--- src/common/csi2_raw10_pkg.sv ---
package csi2_raw10_pkg;

  // payload word from the packet layer.
  localparam int WORD_W = 32;

  // five bytes carry four pixels.
  localparam int GROUP_W = 40;

  localparam int PIX_W = 10;

  localparam int PIX_PER_GROUP = 4;

  typedef logic [WORD_W-1:0] word_t;

  typedef logic [GROUP_W-1:0] group_t;

  typedef logic [PIX_W-1:0] pixel_t;

  // pixel 0 sits in the lowest bits.
  typedef pixel_t [PIX_PER_GROUP-1:0] pixel_quad_t;

endpackage

--- src/rtl/axis_reg_slice.sv ---
module axis_reg_slice
  import csi2_raw10_pkg::*;
#(
  parameter type payload_t = word_t
)
(
  input  logic     clk_i,
  input  logic     srst_i,

  input  logic     s_valid_i,
  input  payload_t s_data_i,
  input  logic     s_last_i,
  output logic     s_ready_o,

  output logic     m_valid_o,
  output payload_t m_data_o,
  output logic     m_last_o,
  input  logic     m_ready_i
);

  payload_t skid_data;
  logic     skid_last;
  logic     skid_valid;
  logic     accept;
  logic     main_free;

  // ready comes straight from a flop.
  assign s_ready_o = !skid_valid;
  assign accept    = s_valid_i && s_ready_o;
  assign main_free = !m_valid_o || m_ready_i;

  always_ff @( posedge clk_i )
  begin
    if( srst_i )
    begin
      m_valid_o  <= 1'b0;
      skid_valid <= 1'b0;
    end
    else if( main_free )
    begin
      m_valid_o  <= skid_valid || accept;
      skid_valid <= 1'b0;
    end
    else if( accept )
      skid_valid <= 1'b1;
  end

  always_ff @( posedge clk_i )
  begin
    if( main_free )
    begin
      m_data_o <= skid_valid ? skid_data : s_data_i;
      m_last_o <= skid_valid ? skid_last : s_last_i;
    end
  end

  // main is stalled, park the incoming beat.
  always_ff @( posedge clk_i )
  begin
    if( accept && !main_free )
    begin
      skid_data <= s_data_i;
      skid_last <= s_last_i;
    end
  end

  full_no_accept: assert property
  (
    @( posedge clk_i ) disable iff ( srst_i )
    skid_valid && !m_ready_i |=> skid_valid && m_valid_o && $stable( skid_data )
  );

endmodule

--- src/gearbox/csi2_raw10_gearbox.sv ---
module csi2_raw10_gearbox
  import csi2_raw10_pkg::*;
(
  input  logic   clk_i,
  input  logic   srst_i,

  input  logic   s_valid_i,
  input  word_t  s_data_i,
  input  logic   s_last_i,
  output logic   s_ready_o,

  output logic   m_valid_o,
  output group_t m_data_o,
  output logic   m_last_o,
  input  logic   m_ready_i,

  output logic   err_o
);

  typedef enum logic [2:0]
  {
    WORD1_S,
    WORD2_S,
    WORD3_S,
    WORD4_S,
    WORD5_S
  } state_t;

  state_t state;
  state_t next_state;

  word_t  word_q;
  group_t group_next;
  logic   accept;
  logic   short_line;

  // one idle cycle after an error so that pulses never merge.
  assign s_ready_o = ( !m_valid_o || m_ready_i ) && !err_o;
  assign accept    = s_valid_i && s_ready_o;

  // last is only legal on the fifth word of a run.
  assign short_line = accept && s_last_i && ( state != WORD5_S );

  always_comb
  begin
    next_state = state;
    if( accept )
    begin
      if( s_last_i || ( state == WORD5_S ) )
        next_state = WORD1_S;
      else
        next_state = state_t'( state + 3'd1 );
    end
  end

  always_ff @( posedge clk_i )
  begin
    if( srst_i )
      state <= WORD1_S;
    else
      state <= next_state;
  end

  always_ff @( posedge clk_i )
  begin
    if( accept )
      word_q <= s_data_i;
  end

  // held bytes first, then the low bytes of the new word.
  always_comb
  begin
    case( state )
      WORD2_S: group_next = { s_data_i[7:0],  word_q };
      WORD3_S: group_next = { s_data_i[15:0], word_q[31:8] };
      WORD4_S: group_next = { s_data_i[23:0], word_q[31:16] };
      WORD5_S: group_next = { s_data_i,       word_q[31:24] };
      default: group_next = '0;
    endcase
  end

  always_ff @( posedge clk_i )
  begin
    if( accept && ( state != WORD1_S ) )
    begin
      m_data_o <= group_next;
      m_last_o <= s_last_i && ( state == WORD5_S );
    end
  end

  always_ff @( posedge clk_i )
  begin
    if( srst_i )
      m_valid_o <= 1'b0;
    else if( accept && ( state != WORD1_S ) )
      m_valid_o <= 1'b1;
    else if( m_ready_i )
      m_valid_o <= 1'b0;
  end

  always_ff @( posedge clk_i )
  begin
    if( srst_i )
      err_o <= 1'b0;
    else
      err_o <= short_line;
  end

  hold_under_stall: assert property
  (
    @( posedge clk_i ) disable iff ( srst_i )
    m_valid_o && !m_ready_i |=> m_valid_o && $stable( m_data_o ) && $stable( m_last_o )
  );

  err_single_pulse: assert property
  (
    @( posedge clk_i ) disable iff ( srst_i )
    err_o |=> !err_o
  );

endmodule

--- src/rtl/raw10_unpacker.sv ---
module raw10_unpacker
  import csi2_raw10_pkg::*;
(
  input  logic        clk_i,
  input  logic        srst_i,

  input  logic        s_valid_i,
  input  group_t      s_data_i,
  input  logic        s_last_i,
  output logic        s_ready_o,

  output logic        m_valid_o,
  output pixel_quad_t m_pixels_o,
  output logic        m_last_o,
  input  logic        m_ready_i
);

  pixel_quad_t pixels_next;
  logic        accept;

  assign s_ready_o = !m_valid_o || m_ready_i;
  assign accept    = s_valid_i && s_ready_o;

  // upper eight bits from bytes 0..3, low pairs from byte 4.
  always_comb
  begin
    for( int i = 0; i < PIX_PER_GROUP; i++ )
      pixels_next[i] = { s_data_i[8*i +: 8], s_data_i[32 + 2*i +: 2] };
  end

  always_ff @( posedge clk_i )
  begin
    if( accept )
    begin
      m_pixels_o <= pixels_next;
      m_last_o   <= s_last_i;
    end
  end

  always_ff @( posedge clk_i )
  begin
    if( srst_i )
      m_valid_o <= 1'b0;
    else if( accept )
      m_valid_o <= 1'b1;
    else if( m_ready_i )
      m_valid_o <= 1'b0;
  end

  out_stable: assert property
  (
    @( posedge clk_i ) disable iff ( srst_i )
    m_valid_o && !m_ready_i |=> m_valid_o && $stable( m_pixels_o ) && $stable( m_last_o )
  );

endmodule

--- src/rtl/csi2_raw10_rx.sv ---
module csi2_raw10_rx
  import csi2_raw10_pkg::*;
(
  input  logic        clk_i,
  input  logic        srst_i,

  input  logic        s_valid_i,
  input  word_t       s_data_i,
  input  logic        s_last_i,
  output logic        s_ready_o,

  output logic        m_valid_o,
  output pixel_quad_t m_pixels_o,
  output logic        m_last_o,
  input  logic        m_ready_i,

  output logic        err_o
);

  logic        in_valid;
  word_t       in_data;
  logic        in_last;
  logic        in_ready;

  logic        grp_valid;
  group_t      grp_data;
  logic        grp_last;
  logic        grp_ready;

  logic        pix_valid;
  pixel_quad_t pix_data;
  logic        pix_last;
  logic        pix_ready;

  axis_reg_slice #(
    .payload_t ( word_t )
  ) in_slice (
    .clk_i     ( clk_i     ),
    .srst_i    ( srst_i    ),
    .s_valid_i ( s_valid_i ),
    .s_data_i  ( s_data_i  ),
    .s_last_i  ( s_last_i  ),
    .s_ready_o ( s_ready_o ),
    .m_valid_o ( in_valid  ),
    .m_data_o  ( in_data   ),
    .m_last_o  ( in_last   ),
    .m_ready_i ( in_ready  )
  );

  csi2_raw10_gearbox gearbox (
    .clk_i     ( clk_i     ),
    .srst_i    ( srst_i    ),
    .s_valid_i ( in_valid  ),
    .s_data_i  ( in_data   ),
    .s_last_i  ( in_last   ),
    .s_ready_o ( in_ready  ),
    .m_valid_o ( grp_valid ),
    .m_data_o  ( grp_data  ),
    .m_last_o  ( grp_last  ),
    .m_ready_i ( grp_ready ),
    .err_o     ( err_o     )
  );

  raw10_unpacker unpacker (
    .clk_i      ( clk_i     ),
    .srst_i     ( srst_i    ),
    .s_valid_i  ( grp_valid ),
    .s_data_i   ( grp_data  ),
    .s_last_i   ( grp_last  ),
    .s_ready_o  ( grp_ready ),
    .m_valid_o  ( pix_valid ),
    .m_pixels_o ( pix_data  ),
    .m_last_o   ( pix_last  ),
    .m_ready_i  ( pix_ready )
  );

  axis_reg_slice #(
    .payload_t ( pixel_quad_t )
  ) out_slice (
    .clk_i     ( clk_i      ),
    .srst_i    ( srst_i     ),
    .s_valid_i ( pix_valid  ),
    .s_data_i  ( pix_data   ),
    .s_last_i  ( pix_last   ),
    .s_ready_o ( pix_ready  ),
    .m_valid_o ( m_valid_o  ),
    .m_data_o  ( m_pixels_o ),
    .m_last_o  ( m_last_o   ),
    .m_ready_i ( m_ready_i  )
  );

endmodule

--- config.mk ---
export PLATFORM = sky130hd
export DESIGN_NAME = csi2_raw10_rx
export DESIGN_NICKNAME = d
export VERILOG_FILES = /design/src/common/csi2_raw10_pkg.sv /design/src/rtl/axis_reg_slice.sv /design/src/gearbox/csi2_raw10_gearbox.sv /design/src/rtl/raw10_unpacker.sv /design/src/rtl/csi2_raw10_rx.sv
export SDC_FILE = /design/constraint.sdc
export NUM_CORES = 1
export LEC_CHECK = 0
export BUFFER_PORTS_ARGS = -buffer_cell sky130_fd_sc_hd__buf_4
export CAP_MARGIN = 10
export CORE_ASPECT_RATIO = 0.8
export CORE_MARGIN = 5
export CORE_UTILIZATION = 45
export DETAILED_ROUTE_END_ITERATION = 12
export HOLD_SLACK_MARGIN = 0.08
export SLEW_MARGIN = 20
export SYNTH_ARGS = -nofsm -noshare
export SYNTH_HDL_FRONTEND = slang
export SYNTH_SLANG_ARGS = --single-unit
--- constraint.sdc ---
create_clock -name clk_i -period 6.43 [get_ports clk_i]
set_clock_uncertainty 0.05 [all_clocks]
set_input_delay 1.286 -clock clk_i [delete_from_list [all_inputs] [get_ports clk_i]]
set_output_delay 1.286 -clock clk_i [all_outputs]
set_load 0.05 [all_outputs]
==> results.tsv <==
metric	value	unit
postRouteWirelength	17700	um
start_util	45.8	%
start_kind	flip-flop	
rsz0062_at_grt	no	
synth_ff_type	edfxtp_1	
overflow	0	
synth.distinct_cells	32	
vias	5123	
antenna_cells	0	
first_global_vias	5062	
yosysMostFrequentCell	edfxtp_1	
area_growth	16.5	%
place.port_buffers	80	
async_flop_share	0	%
avgSynthCellArea	18.9	um^2
postRouteAntennaNets	0	
powerDensity	291	nW/um^2
finalSetupTns	0	ns
cts_resized	0	
dr.first_iter.drc_count	374	
grt_max_degree	85	
cts_root_buffer	clkbuf_16	
cts.sinks	272	
clk_latency	0.52	ns
finalHoldViolCount	0	
worst_slew_pin_slew	0.739	ns
path_clk_slew	0.06	ns
die_area	26100	um^2
fmax	352	MHz
postSynthCellCount	546	
worstPathRequired	5.09	ns
remaining_drc_errors	0	
grt_pass1_wl	28300	um
drt_first_pass_iters	6	
timing.final.crit_share	44.2	%
grtUsageTotal	13.3	%
synth_edf_count	262	
core_region_area	22500	um^2
min_path_type	reg -> reg	
synth_top_area_share	76.3	%
nets	673	
die_w	179	um
die_h	145	um
ir_drop	218	uV
hpwlAfterDp	11100	um
fin_hold_ws	0.364	ns
htree_levels	1	
ioPinCount	81	
cp_max_fo	36	
cts_tree	built	
synth_common_cells	edfxtp_1 (262), mux2_2 (74), o21ai_0 (42)	
wl_per_cell	18.6	um
setup_viol	0	
rows	49	
cts_buffer_depth	3	
status	complete, no violations	
drt-vias-per-instance	5.36	
p_leak	0.00391	uW
critPathKind	reg -> out	
yosysTopAreaCell	edfxtp_1	
drive_gt1_share	33.1	%
synth-seq-area-share	78.2	%
synth-seq-cells	272	
antenna_found_initial	0	
hold_buffers	0	
synth_area_leaders	edfxtp_1 (76%), mux2_2 (8.1%), a32oi_1 (3.4%)	
ys_warn_count	0	
max-cap-violations	0	
synth_area	10300	um^2
cp.arrival	1.50	ns
cts_post_setup_buffers_inserted	0	
slew_violations	0	
cts_buffers	26	
max_slew_margin	50.7	%
synth_nets	588	
gp_congestion	0.747	
fin_crit	2.84	ns
endpoint_kind	output pin	
==> cell type report <==
cell class	instances	area (um^2)
fillers	1799	10500
flip-flops and latches	272	8070
multi-input cells	232	2040
repair buffers	93	698
clock buffers	33	677
well taps	306	383
clock inverters	14	121
inverters	6	22.5
==> state kept, by name, indices dropped and copies added (netlist names), 3 cells and up <==
name                 cells
gearbox.word_q          32
unpacker.m_pixels_o     40
gearbox.m_data_o        40
out_slice.m_data_o      40
in_slice.m_data_o       32
gearbox.state            3
in_slice.skid_data      32
out_slice.skid_data     40
==> metrics by stage <==
stage	instances	setup WS, ns	util, %	power [uW]	cell area, um^2
floorplan	546	0.430	-	2070	10300
global placement	909	3.44	49.8	2110	11200
detailed placement	909	3.40	49.8	2110	11200
CTS	956	3.54	53.4	3550	12000
global route	956	3.49	53.4	3630	12000
finish	956	3.59	53.4	3500	12000
==> cell usage in the layout, fill, tap and decap left out, types with 2 or more instances in the layout <==
master       n
edfxtp_1   262
a21oi_1      7
clkinv_2     3
clkinv_1     8
a32oi_1     40
o21ai_0     42
nor2_1       4
bufinv_16    2
buf_4       93
a22oi_1     40
dfxtp_1      8
ha_1         5
clkbuf_1     7
mux2_2      74
nand4_1      3
dfxtp_2      2
clkbuf_16   26
inv_1        5
==> worst paths after layout <==
check                            start  slack (ns)                     end  depth (start not counted)
hold / removal     gearbox.m_data_o[3]        0.36  unpacker.m_pixels_o[5]                          0
hold reg to reg    gearbox.m_data_o[3]        0.36  unpacker.m_pixels_o[5]                          0
setup reg to reg  out_slice.skid_valid        3.91  in_slice.skid_data[31]                          6
setup / recovery   in_slice.skid_valid        3.59               s_ready_o                          3
==> where the power goes <==
part / leakage [uW] / internal, uW / switching (uW) / total, uW
registers: 0.00257 / 1970 / 23.2 / 1990
clock network: 0.000388 / 822 / 603 / 1430
logic: 0.000955 / 36.9 / 51.5 / 88.4
==> cells by family after synthesis <==
| logic type | after synthesis | synth area share, % |
|---|---|---|
| and+or+nand+nor | 18 | 1.33 |
| adders and majority gates | 5 | 0.607 |
| AOI/OAI and AO/OA | 135 | 9.35 |
| muxes | 74 | 8.08 |
| DFF | 272 | 78.2 |
| buffers and inverters | 42 | 2.40 |
==> worst max-delay path, stage by stage, from the launching register on <==
cell and delay [ns]:
dfxtp_1 0.31, buf_4 0.40, inv_1 0.08, buf_4 0.20
==> routing by layer <==
layer,share of wire [%],global-route usage (%),vias to the layer above
met3,6.0,2.73,27
met1,49,21.8,2504
li1,-,-,2409
met2,43,18.2,183
met4,1.8,3.16,0
met5,0,0,-
Power figures use the tool's default switching activity.
